`src/design/rename_pkg.sv`:
```
`default_nettype none

package rename_pkg;

  // ####################################################################
  // Register file sizes
  // ####################################################################
  localparam int NUM_LOG_REGS  = 16;
  localparam int NUM_PHY_REGS  = 32;
  localparam int NUM_FREE_TAGS = NUM_PHY_REGS - NUM_LOG_REGS;

  // ####################################################################
  // Index and tag types
  // ####################################################################
  typedef logic [$clog2(NUM_LOG_REGS)-1:0] log_reg_t;
  typedef logic [$clog2(NUM_PHY_REGS)-1:0] phy_tag_t;
  typedef logic [$clog2(NUM_FREE_TAGS):0]  free_cnt_t;  // Covers 0 to 16.

endpackage

`default_nettype wire

```
`src/design/rename_map_table.sv`:
```
`timescale 1ns/1ps
`default_nettype none

module rename_map_table
  import rename_pkg::*;
#(
  parameter int DISP_SIZE = 2
) (
  input  logic                 i_clk,
  input  logic                 i_reset_n,
  input  logic                 i_we,

  input  log_reg_t             i_rs1 [DISP_SIZE],
  input  log_reg_t             i_rs2 [DISP_SIZE],
  input  log_reg_t             i_rd [DISP_SIZE],
  input  logic [DISP_SIZE-1:0] i_rd_vld,
  input  logic [DISP_SIZE-1:0] i_slot_vld,
  input  phy_tag_t             i_new_tag [DISP_SIZE],

  output phy_tag_t             o_rs1_tag [DISP_SIZE],
  output phy_tag_t             o_rs2_tag [DISP_SIZE],
  output phy_tag_t             o_rd_old_tag [DISP_SIZE],
  output logic [DISP_SIZE-1:0] o_rs1_byp,
  output logic [DISP_SIZE-1:0] o_rs2_byp
);

  localparam int QRY_RS1 = 0;
  localparam int QRY_RS2 = 1;
  localparam int QRY_RD  = 2;
  localparam int NUM_QRY = 3;

  phy_tag_t             r_map [NUM_LOG_REGS];
  logic [DISP_SIZE-1:0] w_wr_en;
  log_reg_t             w_qry_reg [DISP_SIZE][NUM_QRY];
  phy_tag_t             w_qry_tag [DISP_SIZE][NUM_QRY];
  logic                 w_qry_byp [DISP_SIZE][NUM_QRY];

  assign w_wr_en = i_slot_vld & i_rd_vld;

  for (genvar s = 0; s < DISP_SIZE; s++) begin : g_slot
    assign w_qry_reg[s][QRY_RS1] = i_rs1[s];
    assign w_qry_reg[s][QRY_RS2] = i_rs2[s];
    assign w_qry_reg[s][QRY_RD]  = i_rd[s];

    assign o_rs1_tag[s]    = w_qry_tag[s][QRY_RS1];
    assign o_rs2_tag[s]    = w_qry_tag[s][QRY_RS2];
    assign o_rd_old_tag[s] = w_qry_tag[s][QRY_RD];
    assign o_rs1_byp[s]    = w_qry_byp[s][QRY_RS1];
    assign o_rs2_byp[s]    = w_qry_byp[s][QRY_RS2];
  end

  // ####################################################################
  // Table read with bypass from earlier slots of the group
  // ####################################################################
  always_comb begin
    for (int s = 0; s < DISP_SIZE; s++) begin
      for (int k = 0; k < NUM_QRY; k++) begin
        w_qry_tag[s][k] = r_map[w_qry_reg[s][k]];
        w_qry_byp[s][k] = 1'b0;
        for (int p = 0; p < s; p++) begin
          if (w_wr_en[p] && i_rd[p] == w_qry_reg[s][k]) begin  // Latest slot wins.
            w_qry_tag[s][k] = i_new_tag[p];
            w_qry_byp[s][k] = 1'b1;
          end
        end
      end
    end
  end

  always_ff @(posedge i_clk, negedge i_reset_n) begin
    if (!i_reset_n) begin
      for (int r = 0; r < NUM_LOG_REGS; r++) begin
        r_map[r] <= phy_tag_t'(r);  // Identity map.
      end
    end else if (i_we) begin
      for (int s = 0; s < DISP_SIZE; s++) begin
        if (w_wr_en[s]) begin
          r_map[i_rd[s]] <= i_new_tag[s];
        end
      end
    end
  end

endmodule

`default_nettype wire

```
`src/design/free_list.sv`:
```
`timescale 1ns/1ps
`default_nettype none

module free_list
  import rename_pkg::*;
#(
  parameter int DISP_SIZE = 2
) (
  input  logic                 i_clk,
  input  logic                 i_reset_n,

  input  logic [DISP_SIZE-1:0] i_alloc_req,
  input  logic                 i_accept,
  output phy_tag_t             o_alloc_tag [DISP_SIZE],
  output logic                 o_stall,

  input  logic [DISP_SIZE-1:0] i_push_vld,
  input  phy_tag_t             i_push_tag [DISP_SIZE]
);

  localparam int IDX_W = $clog2(NUM_FREE_TAGS);

  typedef logic [IDX_W-1:0] idx_t;

  phy_tag_t  r_queue [NUM_FREE_TAGS];
  idx_t      r_head;
  idx_t      r_tail;
  free_cnt_t r_count;

  idx_t      w_alloc_idx [DISP_SIZE];
  idx_t      w_push_idx [DISP_SIZE];
  free_cnt_t w_req_cnt;
  free_cnt_t w_push_cnt;
  free_cnt_t w_pop_cnt;

  // ####################################################################
  // Slot offsets from head and tail
  // ####################################################################
  always_comb begin
    w_req_cnt = '0;
    for (int s = 0; s < DISP_SIZE; s++) begin
      w_alloc_idx[s] = idx_t'(r_head + w_req_cnt);
      if (i_alloc_req[s]) begin
        w_req_cnt = w_req_cnt + 1'b1;
      end
    end
  end

  always_comb begin
    w_push_cnt = '0;
    for (int s = 0; s < DISP_SIZE; s++) begin
      w_push_idx[s] = idx_t'(r_tail + w_push_cnt);
      if (i_push_vld[s]) begin
        w_push_cnt = w_push_cnt + 1'b1;
      end
    end
  end

  for (genvar s = 0; s < DISP_SIZE; s++) begin : g_alloc
    assign o_alloc_tag[s] = r_queue[w_alloc_idx[s]];
  end

  assign o_stall   = r_count < w_req_cnt;  // Not enough tags for the group.
  assign w_pop_cnt = i_accept ? w_req_cnt : '0;

  always_ff @(posedge i_clk, negedge i_reset_n) begin
    if (!i_reset_n) begin
      r_head  <= '0;
      r_tail  <= '0;
      r_count <= free_cnt_t'(NUM_FREE_TAGS);
      for (int i = 0; i < NUM_FREE_TAGS; i++) begin
        r_queue[i] <= phy_tag_t'(NUM_LOG_REGS + i);  // Tags above the logical range.
      end
    end else begin
      for (int s = 0; s < DISP_SIZE; s++) begin
        if (i_push_vld[s]) begin
          r_queue[w_push_idx[s]] <= i_push_tag[s];
        end
      end
      r_head  <= idx_t'(r_head + w_pop_cnt);
      r_tail  <= idx_t'(r_tail + w_push_cnt);
      r_count <= r_count - w_pop_cnt + w_push_cnt;
    end
  end

endmodule

`default_nettype wire

```
`src/design/inflight_list.sv`:
```
`timescale 1ns/1ps
`default_nettype none

module inflight_list
  import rename_pkg::*;
#(
  parameter int DISP_SIZE = 2
) (
  input  logic                   i_clk,
  input  logic                   i_reset_n,

  input  phy_tag_t               i_addr [DISP_SIZE*2],
  output logic [DISP_SIZE*2-1:0] o_valids,

  input  logic [DISP_SIZE-1:0]   i_update_fetch_vld,
  input  phy_tag_t               i_update_fetch_addr [DISP_SIZE],
  input  logic [DISP_SIZE-1:0]   i_update_fetch_data,

  input  logic [DISP_SIZE-1:0]   i_update_wb_vld,
  input  phy_tag_t               i_update_wb_addr [DISP_SIZE],
  input  logic [DISP_SIZE-1:0]   i_update_wb_data
);

  logic [NUM_PHY_REGS-1:0] r_ready;
  logic [NUM_PHY_REGS-1:0] w_fetch_hit;
  logic [NUM_PHY_REGS-1:0] w_fetch_data;
  logic [NUM_PHY_REGS-1:0] w_wb_hit;
  logic [NUM_PHY_REGS-1:0] w_wb_data;

  // ####################################################################
  // Per-tag update decode
  // ####################################################################
  for (genvar t = 0; t < NUM_PHY_REGS; t++) begin : g_tag
    logic [DISP_SIZE-1:0] w_fetch_match;
    logic [DISP_SIZE-1:0] w_wb_match;

    for (genvar d = 0; d < DISP_SIZE; d++) begin : g_port
      assign w_fetch_match[d] = i_update_fetch_vld[d] &&
                                i_update_fetch_addr[d] == phy_tag_t'(t);
      assign w_wb_match[d]    = i_update_wb_vld[d] && i_update_wb_addr[d] == phy_tag_t'(t);
    end

    assign w_fetch_hit[t]  = |w_fetch_match;
    assign w_fetch_data[t] = |(w_fetch_match & i_update_fetch_data);
    assign w_wb_hit[t]     = |w_wb_match;
    assign w_wb_data[t]    = |(w_wb_match & i_update_wb_data);
  end

  always_ff @(posedge i_clk, negedge i_reset_n) begin
    if (!i_reset_n) begin
      r_ready <= '1;
    end else begin
      for (int t = 0; t < NUM_PHY_REGS; t++) begin
        if (w_fetch_hit[t]) begin
          r_ready[t] <= w_fetch_data[t];  // Dispatch clear wins.
        end else if (w_wb_hit[t]) begin
          r_ready[t] <= w_wb_data[t];
        end
      end
    end
  end

  for (genvar k = 0; k < DISP_SIZE*2; k++) begin : g_read
    assign o_valids[k] = r_ready[i_addr[k]];  // State before the edge.
  end

endmodule

`default_nettype wire

```
`src/design/rename_stage.sv`:
```
`timescale 1ns/1ps
`default_nettype none

module rename_stage
  import rename_pkg::*;
#(
  parameter int DISP_SIZE = 2
) (
  input  logic                 i_clk,
  input  logic                 i_reset_n,

  input  logic [DISP_SIZE-1:0] i_disp_vld,
  input  log_reg_t             i_disp_rs1 [DISP_SIZE],
  input  log_reg_t             i_disp_rs2 [DISP_SIZE],
  input  log_reg_t             i_disp_rd [DISP_SIZE],
  input  logic [DISP_SIZE-1:0] i_disp_rd_vld,

  input  logic [DISP_SIZE-1:0] i_wb_vld,
  input  phy_tag_t             i_wb_tag [DISP_SIZE],
  input  logic [DISP_SIZE-1:0] i_cmt_vld,
  input  phy_tag_t             i_cmt_tag [DISP_SIZE],

  output logic                 o_stall,
  output phy_tag_t             o_rs1_tag [DISP_SIZE],
  output phy_tag_t             o_rs2_tag [DISP_SIZE],
  output logic [DISP_SIZE-1:0] o_rs1_ready,
  output logic [DISP_SIZE-1:0] o_rs2_ready,
  output phy_tag_t             o_rd_tag [DISP_SIZE],
  output phy_tag_t             o_rd_old_tag [DISP_SIZE]
);

  logic                   w_accept;
  logic [DISP_SIZE-1:0]   w_alloc_req;
  logic [DISP_SIZE-1:0]   w_fetch_vld;
  phy_tag_t               w_alloc_tag [DISP_SIZE];
  phy_tag_t               w_src_tag [DISP_SIZE*2];
  logic [DISP_SIZE*2-1:0] w_valids;
  logic [DISP_SIZE-1:0]   w_rs1_byp;
  logic [DISP_SIZE-1:0]   w_rs2_byp;

  assign w_alloc_req = i_disp_vld & i_disp_rd_vld;
  assign w_accept    = |i_disp_vld && !o_stall;  // Group renamed this cycle.
  assign w_fetch_vld = w_alloc_req & {DISP_SIZE{w_accept}};

  for (genvar s = 0; s < DISP_SIZE; s++) begin : g_slot
    assign w_src_tag[s*2]   = o_rs1_tag[s];
    assign w_src_tag[s*2+1] = o_rs2_tag[s];
    assign o_rs1_ready[s]   = w_valids[s*2] && !w_rs1_byp[s];
    assign o_rs2_ready[s]   = w_valids[s*2+1] && !w_rs2_byp[s];
    assign o_rd_tag[s]      = w_alloc_tag[s];
  end

  rename_map_table #(.DISP_SIZE(DISP_SIZE)) u_map_table (
    .i_clk(i_clk), .i_reset_n(i_reset_n), .i_we(w_accept),
    .i_rs1(i_disp_rs1), .i_rs2(i_disp_rs2), .i_rd(i_disp_rd),
    .i_rd_vld(i_disp_rd_vld), .i_slot_vld(i_disp_vld), .i_new_tag(w_alloc_tag),
    .o_rs1_tag(o_rs1_tag), .o_rs2_tag(o_rs2_tag), .o_rd_old_tag(o_rd_old_tag),
    .o_rs1_byp(w_rs1_byp), .o_rs2_byp(w_rs2_byp)
  );

  free_list #(.DISP_SIZE(DISP_SIZE)) u_free_list (
    .i_clk(i_clk), .i_reset_n(i_reset_n),
    .i_alloc_req(w_alloc_req), .i_accept(w_accept),
    .o_alloc_tag(w_alloc_tag), .o_stall(o_stall),
    .i_push_vld(i_cmt_vld), .i_push_tag(i_cmt_tag)
  );

  inflight_list #(.DISP_SIZE(DISP_SIZE)) u_inflight_list (
    .i_clk(i_clk), .i_reset_n(i_reset_n),
    .i_addr(w_src_tag), .o_valids(w_valids),
    .i_update_fetch_vld(w_fetch_vld), .i_update_fetch_addr(w_alloc_tag),
    .i_update_fetch_data('0),
    .i_update_wb_vld(i_wb_vld), .i_update_wb_addr(i_wb_tag), .i_update_wb_data('1)
  );

endmodule

`default_nettype wire

```
`config.mk`:
```
export PLATFORM = sky130hd
export DESIGN_NAME = rename_stage
export DESIGN_NICKNAME = d
export VERILOG_FILES = /design/src/design/rename_pkg.sv /design/src/design/rename_map_table.sv /design/src/design/free_list.sv /design/src/design/inflight_list.sv /design/src/design/rename_stage.sv
export SDC_FILE = /design/constraint.sdc
export NUM_CORES = 1
export LEC_CHECK = 0
export BUFFER_PORTS_ARGS = -buffer_cell sky130_fd_sc_hd__buf_4
export CAP_MARGIN = 20
export CORE_AREA = 2 2 206 188
export CTS_CLUSTER_SIZE = 12
export DETAILED_ROUTE_END_ITERATION = 6
export DIE_AREA = 0 0 208 190
export PLACE_DENSITY_LB_ADDON = 0.05
export SETUP_SLACK_MARGIN = 0.15
export SLEW_MARGIN = 20
export SYNTH_ARGS = -nofsm -noshare
export SYNTH_HDL_FRONTEND = slang
export SYNTH_SLANG_ARGS = --single-unit
```
`constraint.sdc`:
```
create_clock -name i_clk -period 6.3 [get_ports i_clk]
set_clock_uncertainty 0.15 [all_clocks]
set_input_delay 0.945 -clock i_clk [delete_from_list [all_inputs] [get_ports i_clk]]
set_output_delay 0.945 -clock i_clk [all_outputs]
set_load 0.005 [all_outputs]
```
==> out/metrics.cfg <==
[cts]
cts-root-buf = clkbuf_16
cts.sinks = 205
insertion_delay_ns = 0.55
clkTransAtPathRegs_ns = 0.06
cts_tree = built
cts-hold-fix-buffers = 0
post-cts-setup-buffers = 0
htreeDepth = 1
cts_buffers = 26
cts_resized = 0
clockBufferDepth = 3

[worst_setup_path]
crit_path_end_kind = primary output
crit_fanout = 22
cp.arrival_ns = 4.21
required_ns = 5.20
r2r_cells = 8
critPathLaunchType = input port
crit_chain = buf_4, nand2_1, inv_1, ha_1, ha_1, mux4_2, mux4_2, buf_4
slowest_stage = ha_1
cp.depth = 8
critPathMaxStageDelay_ns = 0.88
path_buf_inv = 3
worst-setup-path-type = in2out
rrSetupSlack_ns = 1.83
cpLargestDelayFamily = multiplexers

[die]
die_width_um = 208
rows = 68
die_y_um = 190
ios = 99
start_util = 0.450
die-area_um2 = 39500
core-area_um2 = 37600

[yosys]
seq_area_frac_synth = 0.311
synth_area_leaders = mux4_2 25%, dfstp_2 18%, dfrtp_1 14%
synth.avg_cell_area_um2 = 10.5
ys_ff_latch = 205
ys_types = 52
syn_inst = 1612
syn_nets = 1685
synth_area_um2 = 16900
synth_top_flop_cell = dfstp_2
async_reset_ff_frac = 1.00
synth_top_area_cell = mux4_2
synth_edf_count = 0
synth_top_cells_by_count = 204 x nor2_1, 189 x mux4_2, 160 x mux2i_1
synth_top_area_share = 0.251
yosysMostFrequentCell = nor2_1
yosysWarnings = 0

[layout]
syn_to_final_growth_pct = 10.8
fillers = 3477
ff_latch_area_um2 = 5270
final_cells = 2132
multi_input_area_um2 = 11000
drive_above_1_share = 0.297
diodes = 0
final_util = 0.499
finalNetCount = 1695

[run_status]
outcome = completed

[placement]
portBuffers = 98
gp_congestion = 0.924
dp_cells = 2084
dp_hpwl_um = 45200

[timing]
slew_viol_final = 0
fin_crit_sh = 0.842
fmax_mhz = 188
tightest_slew_ns = 1.07
hold_viol = 0
fin_tns_setup_ns = 0
timing.slew.headroom = 0.282
period_needed_ns = 5.31
setup_viol_count_final = 0
hold_ws_ns = 0.274
rsz0062_at_grt = false

[global_route]
grt_first_pass_wirelength_um = 94600
grt_use_total = 0.318
grt_max_degree = 126
overflow = 0
antenna_found_initial = 0
grt_pass1_vias = 14100

[drt]
met3_wirelength_um = 6810
highest_layer = met4
vias = 14600
drt_iter0_drc = 1982
avgViaCountPerCell = 6.85
wl_per_cell_um = 29.5
first_pass_iters = 7
ant_nets = 0
remaining_drc_errors = 0
wl_met1_um = 27100
drt_wl_total_um = 62900
dr_wl_met2_um = 27600

[job]
cap_violations = 0

[power_and_ir_drop]
p_leak_nw = 7.18
vdd_drop_max_mv = 0.316
total_power_mw = 11.6
power_density_nw_per_um2 = 620

[worst_hold_path]
hold_class = in2async

-- report_power, final --
part           internal, mW  switching (mW)
clock                 0.995           0.621
sequential             2.27            1.40
combinational          2.96            3.39
total                  6.22            5.41
-- layout by cell type, fill, tap and decap left out, drive strengths merged, types with 3 or more instances in the layout --
cell    count
nor2b      17
bufinv      4
nand2b     22
dfstp     113
nor3        7
mux2i     163
buf       111
clkbuf     37
nand3b      8
o221ai      4
or2         7
ha         15
fa          4
inv        29
nand4       5
a21o        4
or3         4
nand2     131
o21ai      56
and3        5
a21oi     140
clkinv      7
o22ai     139
dfrtp      92
xor2       12
nor3b       8
nand3      40
o32ai       8
mux4      199
and2        3
mux2       14
nor2      204
a22oi       4
xnor2      10
-- worst register-to-register path, cell delays in order (launching register included) --
cell,delay (ns)
dfrtp_1,0.67
ha_1,0.39
ha_1,0.88
mux4_2,0.61
mux4_2,0.59
nor3_1,0.52
nand3_1,0.28
o22ai_1,0.24
nor2_1,0.06
-- final cells by class --
cell class                      instances  share of cell area
Inverter                               29             0.00580
Tap cell                              490              0.0327
Clock buffer                           36              0.0399
Sequential cell                       205               0.281
Timing Repair Buffer                  112              0.0458
Clock inverter                         12             0.00967
Multi-Input combinational cell       1248               0.585
-- worst paths after layout --
| check | from | endpoint |
|---|---|---|
| max | i_disp_vld[0] | o_rd_tag[0] |
| min | i_reset_n | u_free_list.r_queue[53]$_DFF_PN0_ |
| max reg2reg | u_free_list.r_head[0]$_DFF_PN0_ | u_inflight_list.r_ready[15]$_DFFE_PN1P_ |
| min reg2reg | u_map_table.r_map[17]$_DFFE_PN1N_ | u_map_table.r_map[17]$_DFFE_PN1N_ |
| max in group asynchronous | i_reset_n | u_map_table.r_map[71]$_DFFE_PN0N_ |
| min in group i_clk | u_map_table.r_map[17]$_DFFE_PN1N_ | u_map_table.r_map[17]$_DFFE_PN1N_ |
-- per-layer routing --
metal | up-vias | GRT usage
met5 | - | 0
met2 | 835 | 0.471
met3 | 106 | 0.0806
li1 | 6238 | -
met4 | 0 | 0.0758
met1 | 7429 | 0.469
-- cells by family (layout without fill, tap and decap cells) --
family | after synthesis | in the layout | synth area share
AO/OA/AOI/OAI | 367 | 367 | 0.125
XOR/XNOR | 22 | 22 | 0.0114
adder cells (fa/ha/maj) | 19 | 19 | 0.0158
buffers and inverters | 159 | 189 | 0.0416
flip-flops | 205 | 205 | 0.311
multiplexers | 376 | 376 | 0.375
AND/OR/NAND/NOR | 464 | 464 | 0.120
-- through the flow --
step / worst slack (ns) / instance area [um2]
finish: 0.994 / 18800
global route: 0.843 / 18800
CTS: 1.02 / 18800
detailed placement: 1.04 / 17800
global placement: 1.08 / 17800
floorplan: 1.61 / 16900
-- state kept, by name, summed over array words and instances, names as in the netlist --
register,cells
u_free_list.r_queue,80
u_map_table.r_map,80
u_inflight_list.r_ready,32
u_free_list.r_count,5
u_free_list.r_head,4
u_free_list.r_tail,4
(Power assumes the default switching activity.)
